--- src/logic/pipeline_params.svh ---
`ifndef PIPELINE_PARAMS_SVH
`define PIPELINE_PARAMS_SVH

// Datapath widths
`define DATA_W    32
`define IMM_W     16
`define INSTR_W   32

// Register file size and register number width
`define GPR_COUNT 8
`define REG_ID_W  3

// ALU operation code and shift amount
`define ALU_OP_W  3
`define SHAMT_W   5

// Low bit of each instruction field
`define OP_LSB      29
`define USE_IMM_BIT 28
`define HALT_BIT    27
`define DR_LSB      24
`define SR1_LSB     21
`define SR2_LSB     18
`define IMM_LSB     0

`endif

--- src/logic/pipeline_pkg.sv ---
`include "pipeline_params.svh"

package pipeline_pkg;

   // One general register value
   typedef logic [`DATA_W-1:0] data_t;

   // Register number, eight general registers
   typedef logic [`REG_ID_W-1:0] reg_id_t;

   // Immediate field before zero extension
   typedef logic [`IMM_W-1:0] imm_t;

   // Fixed format instruction word
   typedef logic [`INSTR_W-1:0] instr_t;

   // ALU operations, encoded as bits 31..29 of the instruction
   typedef enum logic [`ALU_OP_W-1:0] {
      alu_add    = 3'd0,
      alu_sub    = 3'd1,
      alu_and    = 3'd2,
      alu_or     = 3'd3,
      alu_xor    = 3'd4,
      alu_shl    = 3'd5,
      alu_shr    = 3'd6,
      alu_pass_b = 3'd7
   } alu_op_t;

endpackage

--- src/logic/pipeline_if.sv ---
`timescale 1ns/1ps

// Decode latch contents, stall comes back from the operand stage
interface decoded_if;
   import pipeline_pkg::*;

   logic    valid;
   alu_op_t op;
   logic    use_imm;
   logic    halt;
   reg_id_t dr;
   reg_id_t sr1;
   reg_id_t sr2;
   imm_t    imm;
   logic    stall;

   modport decode (
      output valid, op, use_imm, halt, dr, sr1, sr2, imm,
      input  stall
   );

   modport operand (
      input  valid, op, use_imm, halt, dr, sr1, sr2, imm,
      output stall
   );
endinterface

// Pipeline latch between two later stages
interface stage_if;
   import pipeline_pkg::*;

   logic    valid;
   logic    ld_gpr;
   alu_op_t op;
   reg_id_t dr;
   data_t   a;
   data_t   b;

   modport source (output valid, ld_gpr, op, dr, a, b);

   modport sink (input valid, ld_gpr, op, dr, a, b);

   // Dependency check view of a latch
   modport observe (input valid, ld_gpr, dr);
endinterface

--- src/logic/decode_stage.sv ---
`timescale 1ns/1ps
`include "pipeline_params.svh"

module decode_stage (
   input  logic                  clk,
   input  logic                  rst_n,
   input  pipeline_pkg::instr_t  instr,
   input  logic                  instr_valid,
   output logic                  instr_ready,
   decoded_if.decode             de
);
   import pipeline_pkg::*;

   logic halt_seen;
   logic accept;

   // No new work once a halt is in, and none while the operand stage stalls
   assign instr_ready = !halt_seen && !de.stall;
   assign accept      = instr_valid && instr_ready;

   always_ff @(posedge clk or negedge rst_n) begin
      if (!rst_n) begin
         de.valid  <= 1'b0;
         halt_seen <= 1'b0;
      end else begin
         // Hold the latch on stall, else take the new word or go empty
         if (!de.stall) begin
            de.valid <= accept;
         end
         if (accept && instr[`HALT_BIT]) begin
            halt_seen <= 1'b1;
         end
      end
   end

   // Field split of the accepted word
   always_ff @(posedge clk) begin
      if (accept) begin
         de.op      <= alu_op_t'(instr[`OP_LSB +: `ALU_OP_W]);
         de.use_imm <= instr[`USE_IMM_BIT];
         de.halt    <= instr[`HALT_BIT];
         de.dr      <= instr[`DR_LSB +: `REG_ID_W];
         de.sr1     <= instr[`SR1_LSB +: `REG_ID_W];
         de.sr2     <= instr[`SR2_LSB +: `REG_ID_W];
         de.imm     <= instr[`IMM_LSB +: `IMM_W];
      end
   end

endmodule

--- src/logic/execute_stage.sv ---
`timescale 1ns/1ps
`include "pipeline_params.svh"

module execute_stage (
   input  logic    clk,
   input  logic    rst_n,
   stage_if.sink   ex,
   stage_if.source wb
);
   import pipeline_pkg::*;

   data_t              result;
   logic [`SHAMT_W-1:0] shamt;

   // Shift count from the low bits of b
   assign shamt = ex.b[`SHAMT_W-1:0];

   always_comb begin
      case (ex.op)
         alu_add:    result = ex.a + ex.b;
         alu_sub:    result = ex.a - ex.b;
         alu_and:    result = ex.a & ex.b;
         alu_or:     result = ex.a | ex.b;
         alu_xor:    result = ex.a ^ ex.b;
         alu_shl:    result = ex.a << shamt;
         alu_shr:    result = ex.a >> shamt;
         alu_pass_b: result = ex.b;
         default:    result = ex.b;
      endcase
   end

   always_ff @(posedge clk or negedge rst_n) begin
      if (!rst_n) begin
         wb.valid  <= 1'b0;
         wb.ld_gpr <= 1'b0;
      end else begin
         wb.valid  <= ex.valid;
         wb.ld_gpr <= ex.valid && ex.ld_gpr;
      end
   end

   // Result rides in a
   always_ff @(posedge clk) begin
      if (ex.valid) begin
         wb.op <= ex.op;
         wb.dr <= ex.dr;
         wb.a  <= result;
      end
   end

   // Second operand has no use past execute
   assign wb.b = '0;

endmodule

--- src/logic/operand_stage.sv ---
`timescale 1ns/1ps
`include "pipeline_params.svh"

module operand_stage (
   input  logic                  clk,
   input  logic                  rst_n,
   decoded_if.operand            de,
   output pipeline_pkg::reg_id_t rd_id1,
   output pipeline_pkg::reg_id_t rd_id2,
   input  pipeline_pkg::data_t   rd_data1,
   input  pipeline_pkg::data_t   rd_data2,
   stage_if.source               ex,
   stage_if.observe              wb_obs
);
   import pipeline_pkg::*;

   logic  ex_writes;
   logic  wb_writes;
   logic  sr1_busy;
   logic  sr2_busy;
   logic  issue;
   data_t imm_ext;
   data_t b_sel;

   // True when a pending writer targets the given register
   function automatic logic pending_write(input reg_id_t id,
                                          input logic ex_w, input reg_id_t ex_dr,
                                          input logic wb_w, input reg_id_t wb_dr);
      logic hit;
      hit = (ex_w && (ex_dr == id)) || (wb_w && (wb_dr == id));
      return hit;
   endfunction

   assign rd_id1 = de.sr1;
   assign rd_id2 = de.sr2;

   // Zero extended immediate replaces the second source
   assign imm_ext = {{(`DATA_W - `IMM_W){1'b0}}, de.imm};
   assign b_sel   = de.use_imm ? imm_ext : rd_data2;

   // Writers still in flight
   assign ex_writes = ex.valid && ex.ld_gpr;
   assign wb_writes = wb_obs.valid && wb_obs.ld_gpr;

   assign sr1_busy = pending_write(de.sr1, ex_writes, ex.dr, wb_writes, wb_obs.dr);

   // Second source only counts when no immediate is used
   assign sr2_busy = !de.use_imm &&
                     pending_write(de.sr2, ex_writes, ex.dr, wb_writes, wb_obs.dr);

   assign de.stall = de.valid && (sr1_busy || sr2_busy);
   assign issue    = de.valid && !de.stall;

   // Execute latch control, a bubble goes in while stalling
   always_ff @(posedge clk or negedge rst_n) begin
      if (!rst_n) begin
         ex.valid  <= 1'b0;
         ex.ld_gpr <= 1'b0;
      end else begin
         ex.valid  <= issue;
         ex.ld_gpr <= issue && !de.halt;
      end
   end

   // Operand payload
   always_ff @(posedge clk) begin
      if (issue) begin
         ex.op <= de.op;
         ex.dr <= de.dr;
         ex.a  <= rd_data1;
         ex.b  <= b_sel;
      end
   end

endmodule

--- src/logic/pipeline.sv ---
`timescale 1ns/1ps

module pipeline (
   input  logic                  clk,
   input  logic                  rst_n,
   input  pipeline_pkg::instr_t  instr,
   input  logic                  instr_valid,
   output logic                  instr_ready,
   output logic                  wb_valid,
   output pipeline_pkg::reg_id_t wb_dr,
   output pipeline_pkg::data_t   wb_data,
   output logic                  halted
);
   import pipeline_pkg::*;

   // Register file ports
   reg_id_t rd_id1;
   reg_id_t rd_id2;
   data_t   rd_data1;
   data_t   rd_data2;
   logic    wr_en;
   reg_id_t wr_id;
   data_t   wr_data;

   // Stage latches
   decoded_if de_if ();
   stage_if   ex_if ();
   stage_if   wb_if ();

   decode_stage u_decode_stage (
      .clk         (clk),
      .rst_n       (rst_n),
      .instr       (instr),
      .instr_valid (instr_valid),
      .instr_ready (instr_ready),
      .de          (de_if.decode)
   );

   register_file u_register_file (
      .clk      (clk),
      .rst_n    (rst_n),
      .rd_id1   (rd_id1),
      .rd_id2   (rd_id2),
      .rd_data1 (rd_data1),
      .rd_data2 (rd_data2),
      .wr_en    (wr_en),
      .wr_id    (wr_id),
      .wr_data  (wr_data)
   );

   operand_stage u_operand_stage (
      .clk      (clk),
      .rst_n    (rst_n),
      .de       (de_if.operand),
      .rd_id1   (rd_id1),
      .rd_id2   (rd_id2),
      .rd_data1 (rd_data1),
      .rd_data2 (rd_data2),
      .ex       (ex_if.source),
      .wb_obs   (wb_if.observe)
   );

   execute_stage u_execute_stage (
      .clk   (clk),
      .rst_n (rst_n),
      .ex    (ex_if.sink),
      .wb    (wb_if.source)
   );

   writeback_stage u_writeback_stage (
      .clk      (clk),
      .rst_n    (rst_n),
      .wb       (wb_if.sink),
      .wr_en    (wr_en),
      .wr_id    (wr_id),
      .wr_data  (wr_data),
      .wb_valid (wb_valid),
      .wb_dr    (wb_dr),
      .wb_data  (wb_data),
      .halted   (halted)
   );

endmodule

--- src/logic/register_file.sv ---
`timescale 1ns/1ps
`include "pipeline_params.svh"

module register_file (
   input  logic                  clk,
   input  logic                  rst_n,
   input  pipeline_pkg::reg_id_t rd_id1,
   input  pipeline_pkg::reg_id_t rd_id2,
   output pipeline_pkg::data_t   rd_data1,
   output pipeline_pkg::data_t   rd_data2,
   input  logic                  wr_en,
   input  pipeline_pkg::reg_id_t wr_id,
   input  pipeline_pkg::data_t   wr_data
);
   import pipeline_pkg::*;

   data_t gpr [`GPR_COUNT];

   // Single write port from writeback
   always_ff @(posedge clk or negedge rst_n) begin
      if (!rst_n) begin
         gpr <= '{default: '0};
      end else if (wr_en) begin
         gpr[wr_id] <= wr_data;
      end
   end

   // Combinational reads, no bypass since dependents stall until the write is done
   assign rd_data1 = gpr[rd_id1];
   assign rd_data2 = gpr[rd_id2];

endmodule

--- src/logic/writeback_stage.sv ---
`timescale 1ns/1ps

module writeback_stage (
   input  logic                  clk,
   input  logic                  rst_n,
   stage_if.sink                 wb,
   output logic                  wr_en,
   output pipeline_pkg::reg_id_t wr_id,
   output pipeline_pkg::data_t   wr_data,
   output logic                  wb_valid,
   output pipeline_pkg::reg_id_t wb_dr,
   output pipeline_pkg::data_t   wb_data,
   output logic                  halted
);
   logic halt_entry;
   logic halt_flag;

   // Register write from a valid loading entry
   assign wr_en   = wb.valid && wb.ld_gpr;
   assign wr_id   = wb.dr;
   assign wr_data = wb.a;

   // Completion report
   assign wb_valid = wr_en;
   assign wb_dr    = wb.dr;
   assign wb_data  = wb.a;

   // Only a halt travels valid without ld_gpr
   assign halt_entry = wb.valid && !wb.ld_gpr;

   always_ff @(posedge clk or negedge rst_n) begin
      if (!rst_n) begin
         halt_flag <= 1'b0;
      end else if (halt_entry) begin
         halt_flag <= 1'b1;
      end
   end

   // Up in the cycle the halt sits here, then sticky
   assign halted = halt_flag || halt_entry;

endmodule

--- config.mk ---
export PLATFORM = sky130hd
export DESIGN_NAME = pipeline
export DESIGN_NICKNAME = d
export VERILOG_FILES = /design/src/logic/pipeline_pkg.sv /design/src/logic/pipeline_if.sv /design/src/logic/decode_stage.sv /design/src/logic/execute_stage.sv /design/src/logic/operand_stage.sv /design/src/logic/pipeline.sv /design/src/logic/register_file.sv /design/src/logic/writeback_stage.sv
export VERILOG_INCLUDE_DIRS = /design/src /design/src/logic
export SDC_FILE = /design/constraint.sdc
export NUM_CORES = 1
export LEC_CHECK = 0
export BUFFER_PORTS_ARGS = -buffer_cell sky130_fd_sc_hd__buf_2
export CAP_MARGIN = 20
export CORE_MARGIN = 4
export CORE_UTILIZATION = 50
export CTS_CLUSTER_DIAMETER = 50
export CTS_CLUSTER_SIZE = 30
export DETAILED_ROUTE_END_ITERATION = 10
export PLACE_DENSITY_LB_ADDON = 0.08
export SYNTH_ARGS = -nofsm -noshare
export SYNTH_HDL_FRONTEND = slang
export SYNTH_SLANG_ARGS = --single-unit
--- constraint.sdc ---
create_clock -name clk -period 5.9 [get_ports clk]
set_clock_uncertainty 0.15 [all_clocks]
set_input_delay 0.59 -clock clk [delete_from_list [all_inputs] [get_ports clk]]
set_output_delay 0.59 -clock clk [all_outputs]
set_load 0.05 [all_outputs]
Yosys cells after proc, flatten, opt, wreduce, memory -nomap -nowiden. Index checks and enable logic that the tools add are counted. Widths: inputs -> output; s select.

Register bits: 398. Input port bits: 35. Output and inout port bits: 38. Word-level logic and storage cells: 90.

Mux-type cells: 11. Equality and inequality tests: 11. Add/sub/neg operators: 2. Bitwise logic cells: 6. Shifts and indexed selects: 2. Reductions and logical operators: 25. $lt $le $gt $ge: 4.

Operators with widths (number): $bwmux 256 (1); $pmux 32 s8 (1); $bmux 32 s3 (2); $mux 32 (5); $demux 32 s3 (1); $add 32x32->32 (1); $and 32x32->32 (1); $or 32x32->32 (1); $shl 32x5->32 (1); $shr 32x5->32 (1); $sub 32x32->32 (1); $xor 32x32->32 (1); $mux 16 (1); $logic_and 1x1->1 (15); $eq 3x3->1 (4); $eq 3x3->1 const B (4); $ge 4x4->1 const B (3); $not 3->4 (3); $eq 3x2->1 const B (2); $logic_not 1->1 (5); $logic_or 1x1->1 (4); $lt 4x1->1 const B (1); $eq 3x1->1 const B (1); $logic_not 3->1 (1).

Logic depth before layout (Yosys ltp).
Word-level depth: 10. Mapped depth: 19. Mapped depth without buffers: 15.

Modules after synthesis. From an unflattened synthesis, not the netlist that was laid out.

Cell total of the unflattened synthesis: 2160. Area, all modules: 27471.3 µm².

Modules (own cells, without submodules): register_file (seq. area each 6406.1 µm², times used 1, area each 13715.7 µm², cells each 779); execute_stage (seq. area each 1191.1 µm², times used 1, area each 9509.1 µm², cells each 1132); operand_stage (seq. area each 2152.1 µm², times used 1, area each 2675.1 µm², cells each 136); decode_stage (seq. area each 950.9 µm², times used 1, area each 987.2 µm², cells each 37); writeback_stage (seq. area each 25.0 µm², times used 1, area each 584.3 µm², cells each 76).

Least setup slack after synthesis. No wires, ideal clock.

Path kind: register to register. Start: register u_execute_stage.wb.dr[2]. End: register u_operand_stage.ex.a[0], enable pin. Buffers on the path: 1. Data required time: 5.250 ns. Period minus slack after synthesis: 5.078 ns. Arrival time: 4.428 ns. Cell stages (with the launch flop): 7. Setup slack: 0.822 ns. Library setup time: 0.500 ns. Path through: edfxtp_1 -> clkbuf_1 -> xor2_1 -> nor4_1 -> a41oi_1 -> o211ai_1 -> nor2_1.

Word-level cells in the longest chain between the ends: 8.

RTL lines: from (decl) (line pipeline_if.sv:39) `modport source (output valid, ld_gpr, op, dr, a, b);`; $eq 3x3->1 (line operand_stage.sv:30) `hit = (ex_w && (ex_dr == id)) || (wb_w && (wb_dr == id));`; $logic_and 1x1->1 (line operand_stage.sv:30); $logic_or 1x1->1 (line operand_stage.sv:30); $logic_and 1x1->1 (line operand_stage.sv:48) `assign sr2_busy = !de.use_imm &&`; $logic_or 1x1->1 * (line operand_stage.sv:51) `assign de.stall = de.valid && (sr1_busy || sr2_busy);`; $logic_and 1x1->1 * (line operand_stage.sv:51); $logic_not 1->1 * (line operand_stage.sv:52) `assign issue = de.valid && !de.stall;`; $logic_and 1x1->1 * (line operand_stage.sv:52); named net u_operand_stage.issue (line operand_stage.sv:21) `logic issue;`; to (signal assigned) (line operand_stage.sv:70) `ex.a <= rd_data1;`; to (decl) (line pipeline_if.sv:39).

Mark *: on every way through the listed nets, which the timed path passes. The rest lies on a longest branch. A chain may end at the register's enable or synchronous reset.

Final worst setup path.
Start: register u_operand_stage.ex.b[7]. End: register u_execute_stage.wb.a[30], data pin.

Word-level cells in the longest chain between the ends: 2.

RTL lines: from (decl) (line pipeline_if.sv:39); from (signal assigned) (line operand_stage.sv:71) `ex.b <= b_sel;`; $sub 32x32->32 / $add 32x32->32 (equally long branches) (line execute_stage.sv:21, execute_stage.sv:20); $pmux 32 s8 * (line execute_stage.sv:19) `case (ex.op)`; named net u_execute_stage.result[30] (line execute_stage.sv:12) `data_t result;`; to (signal assigned) (line execute_stage.sv:47) `wb.a <= result;`; to (decl) (line pipeline_if.sv:39).

Marks and branches as above.

==> metrics.md <==
| Metric | Value |
|---|---|
| PD cells | 256 nW/um^2 |
| Share of layout cells above drive strength 1 | 32.7% |
| Vias in the first global route | 19.1k |
| Distinct cell type count after synthesis | 73 |
| Post-CTS resize count | 0 |
| TNS Setup | 0 ps |
| IO Port Bufs | 70 |
| Net Sw Power | 2.24 mW |
| Worst-skew pair later-pin latency | 590 ps |
| Die height | 236 um |
| Pre-CTS setup slack | 1290 ps |
| Worst setup EP type | register |
| WL per Instance | 28.1 um |
| Antenna Nets Post-Route | 0 |
| Number of enable flip-flop cells after synthesis | 135 |
| DR pass1 iterations | 6 |
| Area leader, netlist | dfrtp_1 |
| Int Pwr | 5.11 mW |
| Max Cap Violations | 0 |
| Arrival @ worst endpoint | 4900 ps |
| RePlAce Congestion | between 1 and 1.5 |
| Crit path max fanout | 9 |
| H-tree depth | 2 |
| Layout Area Growth over Synthesis | 10.6% |
| Vias | 19.0k |
| Hold Crit Depth | 1 |
| Asr flop ratio synth | 66.1% |
| Gr ovfl total | 0 |
| Reg2Reg Depth | 13 |
| Peak supply drop | approximately 0.00024 V |
| Total track usage | between 20% and 30% |
| Kind of critical path | reg2reg |
| Final Hold Fails | 0 |
| Final hold slack | 25.5 ps |
| Core footprint | 51300 sq um |
| Post-DP HPWL | about 54000 um |
| Fin. max-slew vios | 0 |
| Synthesized net count | approximately 2.2k |
| Global-route wire length before repair | 122000 um |
| RSZ-0062 raised after global routing | no |
| Initial antenna violation count | 2 |
| Relative slew slack | a little under a third |
| Seq cells post-synth | 398 |
| Sw frac | a little over 30% |
| Final min period | 4760 ps |
| Yosys Warn Count | 0 |
| Leakage | 12.3 nW |
| I/O Pins | 73 |
| Hold Crit Class | in2reg |
| Synthesized instance count | 2094 |
| Clock network power share | between 40% and 50% |
| TritonCTS clock tree | built |
| Clock Root Buffer | clkbuf_16 |
| Post-Syn Area per Cell | 12.4 sq um |
| Status | complete, no violations |
| Final Util | 56.0% |
| Area share of the largest cell type after synthesis | 25.4% |
| DR vias/cell | 6.68 |
| Leading post-synthesis cells by cell area | dfrtp_1, mux4_2, edfxtp_1 |
| Worst Path Required | slightly above 6000 ps |
| Remaining DRCs | 0 |
| Die footprint | 55600 sq um |
| Comb pwr share | 17.0% |
| Setup-failing EPs final | 0 |
| Area of the mapped netlist | between 20000 and 30000 sq um |
| Achievable Freq | about 210 MHz |
| Die width | 236 um |
| Clk buf depth | 3 |
| NumNets Final | 2257 |
| Iter 0 DRT Violations | 2053 |
| # rows | 83 |
| Starting Density | 50.6% |
| Sequential fraction of the synthesis area | 41.0% |
| CTS buffer count | between 40 and 50 |
| Worst-Margin Slew | 1030 ps |
| Final Cycle Share | 80.6% |
| Post-CTS Setup Bufs | 0 |
| Hold_buf cts | 16 |
| Clk sinks | slightly below 400 |
| Sequential share of power | between 40% and 50% |
| Clock transition at path regs | 70 ps |
| Crit path launch type | register |
| Pin count of the biggest net entering global routing | 136 |
| Total length of routed wires | 80000 um |
| Most used DFF post-synth | dfrtp_1 |
| Setup WS post-layout | 1140 ps |
layout by cell type, fill, tap and decap left out, types with 18 or more instances in the layout:
master and n:
nand3_1 27, inv_1 79, o211ai_1 23, nand2_1 120, dfrtp_1 262, ha_1 97, mux4_2 191, xnor2_1 46
buf_2 69, clkbuf_16 47, nor3_1 19, a21oi_1 94, edfxtp_1 135, o21ai_0 107, nor2_1 106, buf_4 48
xor2_1 18, mux2_2 294, mux2i_1 82
kinds of logic (layout without fill, tap and decap cells):
family	count (synthesis)	count (layout)	synth area share (%)
and+or+nand+nor	346	346	6.03
buffers and inverters	235	303	3.76
muxes	572	572	32.8
adders and majority gates	98	98	4.75
xor gates and xnor gates	64	64	2.16
other	0	1	0
DFF	398	398	41.0
AOI/OAI and AO/OA	381	381	9.53
worst max-delay path, stage by stage, from the launching register on:
cell and delay [ps]:
edfxtp_1 480, or4_1 580, and4b_1 500, and2_1 340, a31oi_1 140, xnor2_1 140, ha_1 410, a21o_1 210
a21o_1 170, a21oi_1 390, o21ai_0 160, a31oi_1 450, or4_1 190, nand3_1 120
metal layers:
metal	vias up	GRT usage (%)	part of all wire, %
li1	8141	-	-
met1	9897	42.3	44
met2	819	44.2	46
met3	146	4.33	7.7
met4	2	6.87	2.3
met5	-	0	0.014
state kept, by name, summed over array words and instances, names as in the netlist, 3 cells and up:
signal / flops
u_execute_stage.wb.a: 32
u_execute_stage.wb.dr: 3
u_decode_stage.de.sr2: 3
u_decode_stage.de.imm: 16
u_decode_stage.de.dr: 3
u_operand_stage.ex.op: 3
u_decode_stage.de.sr1: 3
u_operand_stage.ex.b: 32
u_operand_stage.ex.a: 32
u_register_file.gpr: 256
u_decode_stage.de.op: 3
u_operand_stage.ex.dr: 3
final cells by class:
cell class              instances  area (sq um)
inverters                      81           304
fillers                      4315         22600
repair buffers                136           911
clock inverters                32           414
well taps                     680           851
clock buffers                  54          1200
multi-input cells            1461         14400
flip-flops and latches        398         10600
diodes                          1          2.50
power by group through the flow:
stage / sequential [mW] / clock (mW) / combinational (mW)
2_1_floorplan: 3.17 / 0 / 0.800
3_3_place_gp: 3.16 / 0 / 1.21
3_5_place_dp: 3.17 / 0 / 1.22
4_1_cts: 3.12 / 3.06 / 1.24
5_1_grt: 3.13 / 3.18 / 1.35
6_report: 3.12 / 2.98 / 1.25
metrics by stage:
stage               power [mW]  instances  instance area [sq um]
finish                    7.36       2843                  28700
CTS                       7.41       2841                  28700
detailed placement        4.39       2739                  26900
global placement          4.38       2739                  26900
floorplan                 3.97       2094                  26000
global route              7.66       2842                  28700
synth_stat cells (all sizes together) (4+ instances only):
| library cell | instances |
|---|---|
| mux2 | 298 |
| dfrtp | 263 |
| mux4 | 191 |
| edfxtp | 135 |
| nand2 | 120 |
| nor2 | 109 |
| o21ai | 109 |
| ha | 97 |
| a21oi | 94 |
| clkbuf | 92 |
| mux2i | 83 |
| inv | 81 |
| buf | 62 |
| xnor2 | 46 |
| nand3 | 27 |
| o211ai | 23 |
| nor3 | 21 |
| xor2 | 18 |
| a221oi | 17 |
| a211oi | 15 |
| a22oi | 13 |
| a31oi | 13 |
| nand4 | 13 |
| a21o | 11 |
| a221o | 9 |
| a22o | 9 |
| and3 | 8 |
| a211o | 7 |
| nand2b | 7 |
| o221ai | 7 |
| and2 | 6 |
| nor4 | 6 |
| o2111ai | 6 |
| o311ai | 6 |
| or3 | 6 |
| or4 | 6 |
| o22ai | 5 |
| a222oi | 4 |
| o21a | 4 |
| o21bai | 4 |
| o22a | 4 |
| o31ai | 4 |
| or2 | 4 |
path summary, 6_finish.rpt:
path / startpoint / to / slack [ps]
max: u_operand_stage.ex.b[7]$_DFFE_PP_ / u_execute_stage.wb.a[30]$_DFFE_PP_ / 1140
min: instr[10] / u_decode_stage.de.imm[10]$_DFFE_PP_ / 30
min reg2reg: u_decode_stage.de.halt$_DFFE_PP_ / u_operand_stage.ex.ld_gpr$_DFF_PN0_ / 260
max reg2reg: u_operand_stage.ex.b[7]$_DFFE_PP_ / u_execute_stage.wb.a[30]$_DFFE_PP_ / 1140
max in group asynchronous: rst_n / u_register_file.gpr[134]$_DFFE_PN0P_ / 3950
min in group asynchronous: rst_n / u_register_file.gpr[119]$_DFFE_PN0P_ / 430
(Power assumes the default switching activity.)
